[src/dispatch_macros.svh]
`ifndef DISPATCH_MACROS_SVH
`define DISPATCH_MACROS_SVH

// Data path and address width
`define DATA_W 32

// Architectural register file geometry
`define REG_ADDR_W 5
`define NUM_REGS 32

// Rename tags, one per in-flight result
`define TAG_W 6
`define NUM_TAGS 64

// Instruction fields that are wider than a register address
`define IMM_W 16
`define JADDR_W 26

`endif

[src/dispatch_pkg.sv]
`default_nettype none

package dispatch_pkg;

   `include "dispatch_macros.svh"

   // Primary opcodes that dispatch understands
   typedef enum logic [5:0] {
      OPC_RTYPE = 6'h00,
      OPC_J     = 6'h02,
      OPC_BEQ   = 6'h04,
      OPC_BNE   = 6'h05,
      OPC_LW    = 6'h23,
      OPC_SW    = 6'h2b
   } opcode_e;

   // R-type functions that leave the integer queue
   typedef enum logic [5:0] {
      FN_MULT  = 6'h18,
      FN_MULTU = 6'h19,
      FN_DIV   = 6'h1a,
      FN_DIVU  = 6'h1b
   } funct_e;

   // Also the bit index into queue_vec_t
   typedef enum logic [1:0] {
      Q_INT  = 2'd0,
      Q_LS   = 2'd1,
      Q_MULT = 2'd2,
      Q_DIV  = 2'd3
   } queue_e;

   typedef enum logic {
      LS_LW = 1'b0,
      LS_SW = 1'b1
   } ls_op_e;

   typedef enum logic {
      ST_DISPATCH     = 1'b0,
      ST_BRANCH_STALL = 1'b1
   } dispatch_state_e;

   typedef struct packed {
      logic [`TAG_W-1:0]  tag;
      logic               valid;
      logic [`DATA_W-1:0] data;
      logic               branch;
      logic               branch_taken;
   } cdb_t;

   typedef logic [3:0] queue_vec_t;

   typedef struct packed {
      queue_e                 queue;
      logic [5:0]             int_opcode;
      ls_op_e                 ls_opcode;
      logic [`REG_ADDR_W-1:0] rs_addr;
      logic [`REG_ADDR_W-1:0] rt_addr;
      logic [`REG_ADDR_W-1:0] dest_addr;
      logic [`DATA_W-1:0]     imm;
      logic [`DATA_W-1:0]     branch_target;
      logic [`DATA_W-1:0]     jump_target;
      logic                   needs_queue;
      logic                   needs_tag;
      logic                   is_branch;
      logic                   is_jump;
      logic                   is_load;
   } decoded_inst_t;

   typedef struct packed {
      logic [`DATA_W-1:0] imm;
      logic [`TAG_W-1:0]  rd_tag;
      logic [`TAG_W-1:0]  rs_tag;
      logic [`TAG_W-1:0]  rt_tag;
      logic [`DATA_W-1:0] rs_data;
      logic [`DATA_W-1:0] rt_data;
      logic               rs_valid;
      logic               rt_valid;
   } queue_entry_t;

endpackage

`default_nettype wire

[src/inst_decoder.sv]
`timescale 1ns/1ns
`default_nettype none

`include "dispatch_macros.svh"

module inst_decoder (
   input  wire [`DATA_W-1:0]          inst,
   input  wire [`DATA_W-1:0]          pc_plus4,
   output dispatch_pkg::decoded_inst_t decoded
);

   import dispatch_pkg::*;

   opcode_e opcode;
   funct_e  funct;

   assign opcode = opcode_e'(inst[31:26]);
   assign funct  = funct_e'(inst[5:0]);

   always_comb begin
      decoded.rs_addr = inst[25:21];
      decoded.rt_addr = inst[20:16];
      decoded.imm     = {{(`DATA_W-`IMM_W){inst[`IMM_W-1]}}, inst[`IMM_W-1:0]};

      // Both targets are word addresses shifted into byte addresses
      decoded.branch_target = pc_plus4 + {decoded.imm[`DATA_W-3:0], 2'b00};
      decoded.jump_target   = {pc_plus4[`DATA_W-1:`JADDR_W+2], inst[`JADDR_W-1:0], 2'b00};

      // Anything not recognised below has no queue and is not a jump
      decoded.queue       = Q_INT;
      decoded.int_opcode  = 6'h00;
      decoded.ls_opcode   = LS_LW;
      decoded.needs_queue = 1'b0;
      decoded.needs_tag   = 1'b0;
      decoded.is_branch   = 1'b0;
      decoded.is_jump     = 1'b0;
      decoded.is_load     = 1'b0;

      case (opcode)
         OPC_RTYPE: begin
            decoded.needs_queue = 1'b1;
            decoded.needs_tag   = 1'b1;
            case (funct)
               FN_MULT, FN_MULTU: decoded.queue = Q_MULT;
               FN_DIV, FN_DIVU:   decoded.queue = Q_DIV;
               default:           decoded.int_opcode = inst[5:0];
            endcase
         end
         OPC_BEQ, OPC_BNE: begin
            // The integer unit evaluates the compare, so it sees the opcode
            decoded.int_opcode  = inst[31:26];
            decoded.needs_queue = 1'b1;
            decoded.is_branch   = 1'b1;
         end
         OPC_J: decoded.is_jump = 1'b1;
         OPC_LW: begin
            decoded.queue       = Q_LS;
            decoded.ls_opcode   = LS_LW;
            decoded.needs_queue = 1'b1;
            decoded.needs_tag   = 1'b1;
            decoded.is_load     = 1'b1;
         end
         OPC_SW: begin
            decoded.queue       = Q_LS;
            decoded.ls_opcode   = LS_SW;
            decoded.needs_queue = 1'b1;
         end
         default: ;
      endcase

      // Loads write rt, every other producer writes rd
      decoded.dest_addr = decoded.is_load ? inst[20:16] : inst[15:11];
   end

endmodule

`default_nettype wire

[src/register_file.sv]
`timescale 1ns/1ns
`default_nettype none

`include "dispatch_macros.svh"

module register_file (
   input  wire                     clk,
   input  wire                     arst_n,
   input  wire [`NUM_REGS-1:0]     wen_onehot,
   input  wire [`DATA_W-1:0]       wdata,
   input  wire [`REG_ADDR_W-1:0]   rs_addr,
   input  wire [`REG_ADDR_W-1:0]   rt_addr,
   output logic [`DATA_W-1:0]      rs_data,
   output logic [`DATA_W-1:0]      rt_data
);

   logic [`DATA_W-1:0] regs [`NUM_REGS];

   // The status table decides which register the CDB result belongs to
   always_ff @(posedge clk or negedge arst_n) begin
      if (!arst_n) begin
         for (int i = 0; i < `NUM_REGS; i++) regs[i] <= '0;
      end else begin
         for (int i = 0; i < `NUM_REGS; i++) begin
            if (wen_onehot[i]) regs[i] <= wdata;
         end
      end
   end

   assign rs_data = regs[rs_addr];
   assign rt_data = regs[rt_addr];

   // Tags are unique in flight, so one CDB result matches at most one register
   a_wen_onehot: assert property (@(posedge clk) disable iff (!arst_n)
      $onehot0(wen_onehot))
      else $error("register_file: CDB result written to several registers");

endmodule

`default_nettype wire

[src/register_status_table.sv]
`timescale 1ns/1ns
`default_nettype none

`include "dispatch_macros.svh"

module register_status_table (
   input  wire                   clk,
   input  wire                   arst_n,
   input  wire [`REG_ADDR_W-1:0] rs_addr,
   input  wire [`REG_ADDR_W-1:0] rt_addr,
   output logic [`TAG_W-1:0]     rs_tag,
   output logic [`TAG_W-1:0]     rt_tag,
   output logic                  rs_busy,
   output logic                  rt_busy,
   input  wire                   alloc,
   input  wire [`REG_ADDR_W-1:0] alloc_addr,
   input  wire [`TAG_W-1:0]      alloc_tag,
   input  wire dispatch_pkg::cdb_t cdb,
   output logic [`NUM_REGS-1:0]  wen_onehot
);

   import dispatch_pkg::*;

   logic [`NUM_REGS-1:0] busy;
   logic [`TAG_W-1:0]    tags [`NUM_REGS];

   assign rs_tag  = tags[rs_addr];
   assign rt_tag  = tags[rt_addr];
   assign rs_busy = busy[rs_addr];
   assign rt_busy = busy[rt_addr];

   // A register waiting on the published tag takes the CDB value
   always_comb begin
      for (int i = 0; i < `NUM_REGS; i++) begin
         wen_onehot[i] = cdb.valid && busy[i] && (tags[i] == cdb.tag);
      end
   end

   // A new producer replaces the pending one even if that one completes now
   always_ff @(posedge clk or negedge arst_n) begin
      if (!arst_n) begin
         busy <= '0;
      end else begin
         for (int i = 0; i < `NUM_REGS; i++) begin
            if (alloc && (alloc_addr == `REG_ADDR_W'(i))) begin
               busy[i] <= 1'b1;
            end else if (wen_onehot[i]) begin
               busy[i] <= 1'b0;
            end
         end
      end
   end

   // Producing tag of each register, written when its destination is renamed
   always_ff @(posedge clk) begin
      if (alloc) tags[alloc_addr] <= alloc_tag;
   end

endmodule

`default_nettype wire

[src/tag_fifo.sv]
`timescale 1ns/1ns
`default_nettype none

`include "dispatch_macros.svh"

module tag_fifo (
   input  wire                    clk,
   input  wire                    arst_n,
   input  wire                    pop,
   input  wire dispatch_pkg::cdb_t cdb,
   output logic [`TAG_W-1:0]      free_tag,
   output logic                   tag_empty
);

   import dispatch_pkg::*;

   // Pointers are TAG_W wide and wrap by themselves over NUM_TAGS slots
   logic [`TAG_W-1:0] mem [`NUM_TAGS];
   logic [`TAG_W-1:0] rd_ptr;
   logic [`TAG_W-1:0] wr_ptr;
   logic [`TAG_W:0]   count;
   logic              push;
   logic              full;

   assign push      = cdb.valid;
   assign full      = (count == (`TAG_W+1)'(`NUM_TAGS));
   assign tag_empty = (count == '0);
   assign free_tag  = mem[rd_ptr];

   // Every tag starts out free, in ascending order
   always_ff @(posedge clk or negedge arst_n) begin
      if (!arst_n) begin
         for (int i = 0; i < `NUM_TAGS; i++) mem[i] <= `TAG_W'(i);
      end else if (push) begin
         mem[wr_ptr] <= cdb.tag;
      end
   end

   always_ff @(posedge clk or negedge arst_n) begin
      if (!arst_n) begin
         rd_ptr <= '0;
         wr_ptr <= '0;
         count  <= (`TAG_W+1)'(`NUM_TAGS);
      end else begin
         if (pop) rd_ptr <= rd_ptr + 1'b1;
         if (push) wr_ptr <= wr_ptr + 1'b1;
         case ({push, pop})
            2'b10:   count <= count + 1'b1;
            2'b01:   count <= count - 1'b1;
            default: ;
         endcase
      end
   end

   // A returning tag must have been handed out earlier
   a_no_push_full: assert property (@(posedge clk) disable iff (!arst_n)
      !(push && full))
      else $error("tag_fifo: CDB returned a tag that was never allocated");

   a_no_pop_empty: assert property (@(posedge clk) disable iff (!arst_n)
      !(pop && tag_empty))
      else $error("tag_fifo: dispatch consumed a tag with none free");

endmodule

`default_nettype wire

[src/operand_fetch.sv]
`timescale 1ns/1ns
`default_nettype none

`include "dispatch_macros.svh"

module operand_fetch (
   input  wire                          clk,
   input  wire                          arst_n,
   input  wire dispatch_pkg::decoded_inst_t decoded,
   input  wire dispatch_pkg::cdb_t      cdb,
   input  wire [`TAG_W-1:0]             free_tag,
   input  wire                          dispatch_fire,
   output dispatch_pkg::queue_entry_t   queue_entry
);

   import dispatch_pkg::*;

   logic [`DATA_W-1:0]   rf_rs_data;
   logic [`DATA_W-1:0]   rf_rt_data;
   logic [`TAG_W-1:0]    rs_tag;
   logic [`TAG_W-1:0]    rt_tag;
   logic                 rs_busy;
   logic                 rt_busy;
   logic [`NUM_REGS-1:0] wen_onehot;
   logic                 rs_fwd;
   logic                 rt_fwd;

   register_file u_register_file (
      .clk        (clk),
      .arst_n     (arst_n),
      .wen_onehot (wen_onehot),
      .wdata      (cdb.data),
      .rs_addr    (decoded.rs_addr),
      .rt_addr    (decoded.rt_addr),
      .rs_data    (rf_rs_data),
      .rt_data    (rf_rt_data)
   );

   register_status_table u_register_status_table (
      .clk        (clk),
      .arst_n     (arst_n),
      .rs_addr    (decoded.rs_addr),
      .rt_addr    (decoded.rt_addr),
      .rs_tag     (rs_tag),
      .rt_tag     (rt_tag),
      .rs_busy    (rs_busy),
      .rt_busy    (rt_busy),
      .alloc      (dispatch_fire),
      .alloc_addr (decoded.dest_addr),
      .alloc_tag  (free_tag),
      .cdb        (cdb),
      .wen_onehot (wen_onehot)
   );

   // The register file only sees this result at the next edge
   assign rs_fwd = rs_busy && cdb.valid && (cdb.tag == rs_tag);
   assign rt_fwd = rt_busy && cdb.valid && (cdb.tag == rt_tag);

   always_comb begin
      queue_entry.imm      = decoded.imm;
      queue_entry.rd_tag   = free_tag;
      queue_entry.rs_tag   = rs_tag;
      queue_entry.rs_data  = rs_fwd ? cdb.data : rf_rs_data;
      queue_entry.rs_valid = !rs_busy || rs_fwd;
      queue_entry.rt_data  = rt_fwd ? cdb.data : rf_rt_data;
      // rt of a load is its destination, so it carries the new tag
      if (decoded.is_load) begin
         queue_entry.rt_tag   = free_tag;
         queue_entry.rt_valid = 1'b1;
      end else begin
         queue_entry.rt_tag   = rt_tag;
         queue_entry.rt_valid = !rt_busy || rt_fwd;
      end
   end

endmodule

`default_nettype wire

[src/issue_control.sv]
`timescale 1ns/1ns
`default_nettype none

`include "dispatch_macros.svh"

module issue_control (
   input  wire                          clk,
   input  wire                          arst_n,
   input  wire dispatch_pkg::decoded_inst_t decoded,
   input  wire                          ifq_empty,
   input  wire                          tag_empty,
   input  wire dispatch_pkg::queue_vec_t queue_ready,
   input  wire dispatch_pkg::cdb_t      cdb,
   output dispatch_pkg::queue_vec_t     queue_en,
   output logic                         ifq_ren,
   output logic                         dispatch_fire,
   output logic                         ifq_redirect,
   output logic [`DATA_W-1:0]           ifq_redirect_addr
);

   import dispatch_pkg::*;

   dispatch_state_e    state;
   dispatch_state_e    state_next;
   logic [`DATA_W-1:0] saved_target;
   logic               head_valid;
   logic               open;
   logic               taken;
   logic               go;
   logic               discard;

   assign head_valid = !ifq_empty;
   assign taken      = (state == ST_BRANCH_STALL) && cdb.branch && cdb.branch_taken;

   // The head may proceed when no branch is pending or the pending one fell through
   assign open = (state == ST_DISPATCH) || (cdb.branch && !cdb.branch_taken);

   assign go = open && head_valid && decoded.needs_queue
      && queue_ready[decoded.queue] && (!decoded.needs_tag || !tag_empty);

   // Unknown opcodes are dropped so that dispatch keeps moving
   assign discard = open && head_valid && !decoded.needs_queue && !decoded.is_jump;

   always_comb begin
      queue_en                 = '0;
      queue_en[decoded.queue]  = go;
      ifq_ren                  = go || discard;
      dispatch_fire            = go && decoded.needs_tag;
      ifq_redirect             = taken || (open && head_valid && decoded.is_jump);
      ifq_redirect_addr        = taken ? saved_target : decoded.jump_target;

      state_next = state;
      if (go && decoded.is_branch) begin
         state_next = ST_BRANCH_STALL;
      end else if (state == ST_BRANCH_STALL && cdb.branch) begin
         state_next = ST_DISPATCH;
      end
   end

   always_ff @(posedge clk or negedge arst_n) begin
      if (!arst_n) begin
         state <= ST_DISPATCH;
      end else begin
         state <= state_next;
      end
   end

   always_ff @(posedge clk) begin
      if (go && decoded.is_branch) saved_target <= decoded.branch_target;
   end

   a_queue_en_onehot: assert property (@(posedge clk) disable iff (!arst_n)
      $onehot0(queue_en))
      else $error("issue_control: more than one queue enabled");

endmodule

`default_nettype wire

[src/dispatch_top.sv]
`timescale 1ns/1ns
`default_nettype none

`include "dispatch_macros.svh"

module dispatch_top (
   input  wire                          clk,
   input  wire                          arst_n,
   input  wire [`DATA_W-1:0]            ifq_inst,
   input  wire [`DATA_W-1:0]            ifq_pc_plus4,
   input  wire                          ifq_empty,
   output logic                         ifq_ren,
   output logic                         ifq_redirect,
   output logic [`DATA_W-1:0]           ifq_redirect_addr,
   input  wire dispatch_pkg::cdb_t      cdb,
   input  wire dispatch_pkg::queue_vec_t queue_ready,
   output dispatch_pkg::queue_vec_t     queue_en,
   output logic [5:0]                   int_opcode,
   output dispatch_pkg::ls_op_e         ls_opcode,
   output dispatch_pkg::queue_entry_t   queue_entry
);

   import dispatch_pkg::*;

   decoded_inst_t     decoded;
   logic [`TAG_W-1:0] free_tag;
   logic              tag_empty;
   logic              dispatch_fire;

   assign int_opcode = decoded.int_opcode;
   assign ls_opcode  = decoded.ls_opcode;

   inst_decoder u_inst_decoder (
      .inst     (ifq_inst),
      .pc_plus4 (ifq_pc_plus4),
      .decoded  (decoded)
   );

   // Only a dispatched tag consumer takes a tag from the free list
   tag_fifo u_tag_fifo (
      .clk       (clk),
      .arst_n    (arst_n),
      .pop       (dispatch_fire),
      .cdb       (cdb),
      .free_tag  (free_tag),
      .tag_empty (tag_empty)
   );

   operand_fetch u_operand_fetch (
      .clk           (clk),
      .arst_n        (arst_n),
      .decoded       (decoded),
      .cdb           (cdb),
      .free_tag      (free_tag),
      .dispatch_fire (dispatch_fire),
      .queue_entry   (queue_entry)
   );

   issue_control u_issue_control (
      .clk               (clk),
      .arst_n            (arst_n),
      .decoded           (decoded),
      .ifq_empty         (ifq_empty),
      .tag_empty         (tag_empty),
      .queue_ready       (queue_ready),
      .cdb               (cdb),
      .queue_en          (queue_en),
      .ifq_ren           (ifq_ren),
      .dispatch_fire     (dispatch_fire),
      .ifq_redirect      (ifq_redirect),
      .ifq_redirect_addr (ifq_redirect_addr)
   );

endmodule

`default_nettype wire

[config.mk]
export PLATFORM = sky130hd
export DESIGN_NAME = dispatch_top
export DESIGN_NICKNAME = d
export VERILOG_FILES = /design/src/dispatch_pkg.sv /design/src/inst_decoder.sv /design/src/register_file.sv /design/src/register_status_table.sv /design/src/tag_fifo.sv /design/src/operand_fetch.sv /design/src/issue_control.sv /design/src/dispatch_top.sv
export VERILOG_INCLUDE_DIRS = /design/src
export SDC_FILE = /design/constraint.sdc
export NUM_CORES = 2
export LEC_CHECK = 0
export BUFFER_PORTS_ARGS = -buffer_cell sky130_fd_sc_hd__clkbuf_2
export CORE_MARGIN = 10
export CORE_UTILIZATION = 60
export DETAILED_ROUTE_END_ITERATION = 10
export GPL_TIMING_DRIVEN = 0
export HOLD_SLACK_MARGIN = 0.08
export PLACE_DENSITY = 0.77
export SYNTH_ARGS = -nofsm -noshare
export SYNTH_HDL_FRONTEND = slang
export SYNTH_SLANG_ARGS = --single-unit
[constraint.sdc]
create_clock -name clk -period 14.19 [get_ports clk]
set_input_delay 2.838 -clock clk [delete_from_list [all_inputs] [get_ports clk]]
set_output_delay 2.838 -clock clk [all_outputs]
set_load 0.02 [all_outputs]
=== Word-level counts from Yosys, hierarchy flattened ===
Memory sizes are Yosys's and may differ from the RTL's.
Index checks and enable logic that the tools add are counted.

* Flip-flop bits (word level): 1492
* Memory bits (writable): 192
* Input bits: 112
* Output and inout bits: 161
* Word-level logic and storage cells: 507
* Memories: 1

{| class="wikitable"
|+ Memory list
! name !! words !! bits a word !! rd ports !! clocked after memory_dff !! wr ports !! RTL line !! RTL
|-
| u_operand_fetch.u_register_status_table.tags || 32 || 6 || 34 || 0 || 1 || register_status_table.sv:25 || <nowiki>logic [`TAG_W-1:0] tags [`NUM_REGS];</nowiki>
|}

* Add/subtract/negate cells: 5
* Order comparisons: 9
* Equality and inequality tests: 76
* Mux-type cells: 105
* Bitwise logic cells: 6
* Reductions and logical operators: 172

{| class="wikitable"
|+ Operators with widths
! cell !! number
|-
| $bwmux 384 || 1
|-
| $bmux 32 s5 || 2
|-
| $mux 32 || 7
|-
| $eq 6x6->1 || 34
|-
| $logic_and 1x1->1 || 114
|-
| $eq 5x5->1 const B || 16
|-
| $mux 1 || 79
|-
| $reduce_bool 2->1 || 34
|-
| $eq 5x4->1 const B || 8
|-
| $bmux 6 s6 || 1
|-
| $demux 6 s6 || 1
|-
| $add 32x32->32 || 1
|-
| $mux 6 || 5
|-
| $eq 6x5->1 const B || 4
|-
| $eq 5x3->1 const B || 4
|-
| $ge 7x7->1 const B || 2
|-
| $not 6->7 || 2
|-
| $pmux 7 s2 || 1
|-
| $add 6x1->6 const B || 2
|-
| $eq 6x3->1 const B || 2
|-
| $eq 6x6->1 const B || 2
|-
| $ge 6x6->1 const B || 2
|-
| $lt 5x6->1 const B || 2
|-
| $not 5->6 || 2
|-
| 26 further kinds || 45
|}

=== Longest topological paths before layout ===
* Depth in word-level cells: 11
* Gate-level depth with buffers: 19
* Gate-level depth less buffers: 16

=== Hierarchy ===
From an unflattened synthesis, not the netlist that was laid out.

* Cells, all modules: 7298
* Area total of the unflattened synthesis: 93425.9 um^2

{| class="wikitable"
|+ Modules (own cells, without submodules)
! module !! instances !! cells each !! area each (um^2) !! seq. area each (um^2)
|-
| register_file || 1 || 4588 || 55823.5 || 25624.6
|-
| tag_fifo || 1 || 1281 || 19127.1 || 10326.2
|-
| register_status_table || 1 || 844 || 12986.2 || 6566.3
|-
| inst_decoder || 1 || 360 || 2424.8 || 0.0
|-
| operand_fetch || 1 || 135 || 1536.5 || 0.0
|-
| issue_control || 1 || 90 || 1527.7 || 985.9
|}

=== Worst setup path before layout ===
Ideal clock, no wire load.

* Path type: in2out
* Start: input port ifq_inst[21]
* End: output port queue_entry[34] in the netlist's numbering
* Arrival time: 5.744 ns
* Data required time: 11.352 ns
* Slack: 5.608 ns
* Stages on the path: 9
* Path buffers: 5
* Cells stage by stage: buf_2 buf_4 buf_2 buf_2 buf_1 mux4_2 mux4_2 mux2_2 mux2_2

{| class="wikitable"
|+ RTL lines
! what !! RTL line !! RTL
|-
| start: declaration || dispatch_top.sv:9 || <nowiki>input wire [`DATA_W-1:0] ifq_inst,</nowiki>
|-
| end: declaration || dispatch_top.sv:20 || <nowiki>output dispatch_pkg::queue_entry_t queue_entry</nowiki>
|}

==> summary.txt <==
Floorplanning
  • Starting Density: about three fifths
  • Std-Cell Rows: 142
  • Die area: 166000 sq um
  • Die Y: 407.5 microns
  • Core area: 149600 sq um
  • Die width: just over 400 microns
  • I/O Pins: 273

Logic synthesis
  • Synthesized flop and latch total: 1684
  • Register area share after synthesis: between 40% and 50%
  • Synth warn: 0
  • Cells after Synth: just under 6000
  • Avg Cell Area, Syn: around 15 sq um
  • Synth Flop Type: dfrtp_1
  • Mapped Nets: 5981
  • Cell Area, Synth: between 90000 and 100000 sq um
  • Synth unique cells: 71
  • Post-synth EDFFs: 224
  • Post-synth ARST share: 86.70%

Job
  • Max Cap Viol: 3

STA
  • Final Max Tran Viols: 33
  • Worst setup margin: roughly 3.1 ns
  • Peak Freq: 90.49 MHz
  • Setup_tns: 0 ns
  • Crit share post-route: 77.88%
  • RSZ-0062 raised after global routing: false
  • Slew headroom: -7.803%
  • Shortest period the worst path allows: 11.05 ns
  • Hold WS: 0.4824 ns
  • Final setup violation count: 0
  • Measured slew at the worst slew-check pin: ~1.6 ns
  • Endpoints failing hold: 0
  • Clk_skew: 0.05205 ns

Pwr
  • Leakage: 44.05 nW
  • Worst vdd ir: roughly 0.13 mV
  • Tot Pwr: 12.08 mW
  • PwrDens: ~120 nW/um^2

Layout
  • Filler Cell Count: 10460
  • Nets: 6441
  • Area grow syn2layout: 11.47%
  • Final core occ: 67.11%
  • Fin area: ~100000 sq um
  • Final Non-Filler Cells: around 8500
  • Layout cells sized above 1: between 50% and 60%

Placed design
  • PortBufs: 258
  • Placed cells: 8124
  • Placed cell areas: 94330 sq um
  • DP Worst Slack: 3.326 ns
  • DP Wirelength: 216500 microns
  • RD Place Congestion: 0.9859

Detailed routing
  • Drt drc: 0
  • Antenna-violating nets left: 0
  • TritonRoute pass-1 iters: 6
  • Vias per cell: 7.168
  • Drt initial violations: slightly below 8000
  • Routed wire per std cell: 36.45 microns
  • Vias: 60650
  • DRT Wirelength: 308400 microns

Critical path
  • Max stage delay cell, worst path: clkbuf_1
  • Setup CP Type: input pin to primary output
  • Worst path arrival time: 8.21 ns
  • Top delay family on crit path: buffers and inverters
  • CP Max Fanout: 10
  • Critical-path cell list: clkbuf_2, buf_1, clkbuf_1, clkbuf_1, clkbuf_1, mux4_2, mux4_2, mux2_2, mux2_4, clkbuf_2
  • Crit-path most repeated cell: clkbuf_1
  • Req. time, crit path: 11.35 ns
  • Critical Path Source Type: input pin
  • Critical Path Sink Type: primary output
  • Buf/Inv on CP: 6
  • Max incr delay on CP: 1.02 ns

CTS
  • Post-cts resize count: 0
  • Clk_lat worst skew: 0.85 ns
  • TritonCTS clock tree: yes
  • CTS hold repair buffers: 0
  • Max Root-Sink Buffers: 3
  • H-tree depth: 4
  • Clock transition at path regs: 0.06 ns
  • Num Clock Sinks: 1684
  • CTS Root Cell: clkbuf_16
  • Setup Buffers After CTS: 0
  • Clock buffer count from CTS: between 150 and 200

GRT
  • Global route overflow: 0
  • Vias in the first global route: 62320
  • All-Layer GR Usage: between 30% and 40%
  • First-pass GRT wire length: ~440000 microns
  • Largest net degree at the start of global routing: 123
  • Initial antenna violation count: 21

Outcome
  • Outcome: finished with violations
  • Failing checks: capacitance limit, slew limit

Min path
  • Hold crit path type: flip-flop to flip-flop
==> cells by family (layout without fill, tap and decap cells) <==
logic type / count (synthesis) / in the layout / share of synthesized area [%]
xor gates and xnor gates: 249 / 249 / 2.421
muxes: 2490 / 2490 / 41.07
DFF: 1684 / 1684 / 48.30
adders and majority gates: 35 / 35 / 0.4945
other: 0 / 4 / 0
and+or+nand+nor: 486 / 486 / 2.631
AOI/OAI and AO/OA: 311 / 311 / 2.335
buffers and inverters: 579 / 1186 / 2.749
==> area by class of cell <==
class / count / area, sq um / area share [%]
diodes: 4 / 10.01 / 0.009969
plain buffers: 561 / 2429 / 2.419
clock buffers: 268 / 5248 / 5.226
clock inverters: 60 / 713.2 / 0.7103
inverters: 18 / 67.56 / 0.06729
multi-input cells: 3571 / 44100 / 43.92
flip-flops and latches: 1684 / 43500 / 43.33
well taps: 2016 / 2522 / 2.512
repair buffers: 279 / 1812 / 1.804
==> cell usage after synthesis (34+ instances only) <==
cell type | instances | area, sq um
o21ai_0 | 63 | 315.3
nand2_1 | 120 | 450.4
nand3_1 | 56 | 280.3
nor3_1 | 41 | 205.2
nand4_1 | 41 | 256.5
mux2_2 | 1529 | 17220
o221ai_1 | 54 | 473.0
a21oi_1 | 60 | 300.3
mux2i_1 | 132 | 1321
dfrtp_1 | 1267 | 31710
buf_2 | 62 | 310.3
dfstp_2 | 193 | 5071
xor2_1 | 83 | 727.0
edfxtp_1 | 224 | 6726
mux4_2 | 800 | 18020
buf_1 | 74 | 277.8
clkbuf_1 | 372 | 1396
buf_4 | 46 | 345.3
xnor2_1 | 166 | 1454
ha_1 | 34 | 425.4
nor2_1 | 133 | 499.2
a21o_1 | 38 | 285.3
==> registers in the layout, indices dropped and copies added (netlist names) <==
name	cells
u_operand_fetch.u_register_status_table.busy	32
u_tag_fifo.rd_ptr	6
u_issue_control.saved_target	32
u_issue_control.state	1
u_tag_fifo.wr_ptr	6
u_tag_fifo.count	7
u_tag_fifo.mem	384
u_operand_fetch.u_register_status_table.tags	192
u_operand_fetch.u_register_file.regs	1024
==> tightest hold or removal path, cell delays in order, from the launching register on <==
cell	delay (ns)
dfstp_2	0.37
nand2_1	0.04
o21ai_0	0.07
==> path summary, 6_finish.rpt <==
path	startpoint	slack (ns)	cells after the start	endpoint
max in group asynchronous	arst_n	9.32	5	u_tag_fifo.mem[112]$_DFFE_PN0P_
setup / recovery	ifq_inst[17]	3.14	10	queue_entry[28]
min in group asynchronous	arst_n	2.03	1	u_operand_fetch.u_register_file.regs[871]$_DFFE_PN0P_
hold / removal	u_tag_fifo.mem[271]$_DFFE_PN1P_	0.48	2	u_tag_fifo.mem[271]$_DFFE_PN1P_
hold reg to reg	u_tag_fifo.mem[271]$_DFFE_PN1P_	0.48	2	u_tag_fifo.mem[271]$_DFFE_PN1P_
setup reg to reg	u_tag_fifo.rd_ptr[0]$_DFFE_PN0P_	9.15	8	flip-flop
==> cell usage in the layout, fill, tap and decap left out, types with 63 or more instances in the layout <==
| master | instances |
|---|---|
| dfrtp_1 | 1267 |
| mux2_2 | 1529 |
| dfstp_2 | 193 |
| clkbuf_1 | 410 |
| xnor2_1 | 166 |
| nand2_1 | 120 |
| xor2_1 | 83 |
| buf_1 | 69 |
| buf_2 | 66 |
| edfxtp_1 | 224 |
| mux4_2 | 800 |
| clkbuf_16 | 182 |
| nor2_1 | 132 |
| mux2i_1 | 132 |
| clkbuf_2 | 269 |
| o21ai_0 | 63 |
==> power by group <==
part / internal [mW] / switching (mW) / leakage [nW]
clock: 2.75 / 2.05 / 2.94
sequential: 5.44 / 0.201 / 21.6
combinational: 0.649 / 0.994 / 19.5
total: 8.84 / 3.24 / 44.0
==> metal layers <==
metal / track usage [%] / vias to the layer above / wire length (microns)
li1: - / 23490 / -
met1: 46.25 / 31830 / 112000
met4: 19.76 / 24 / 19840
met2: 55.55 / 4185 / 139400
met3: 12.67 / 1117 / 37060
met5: 0 / - / 147
Note: power is estimated with default switching activity, not from simulation.
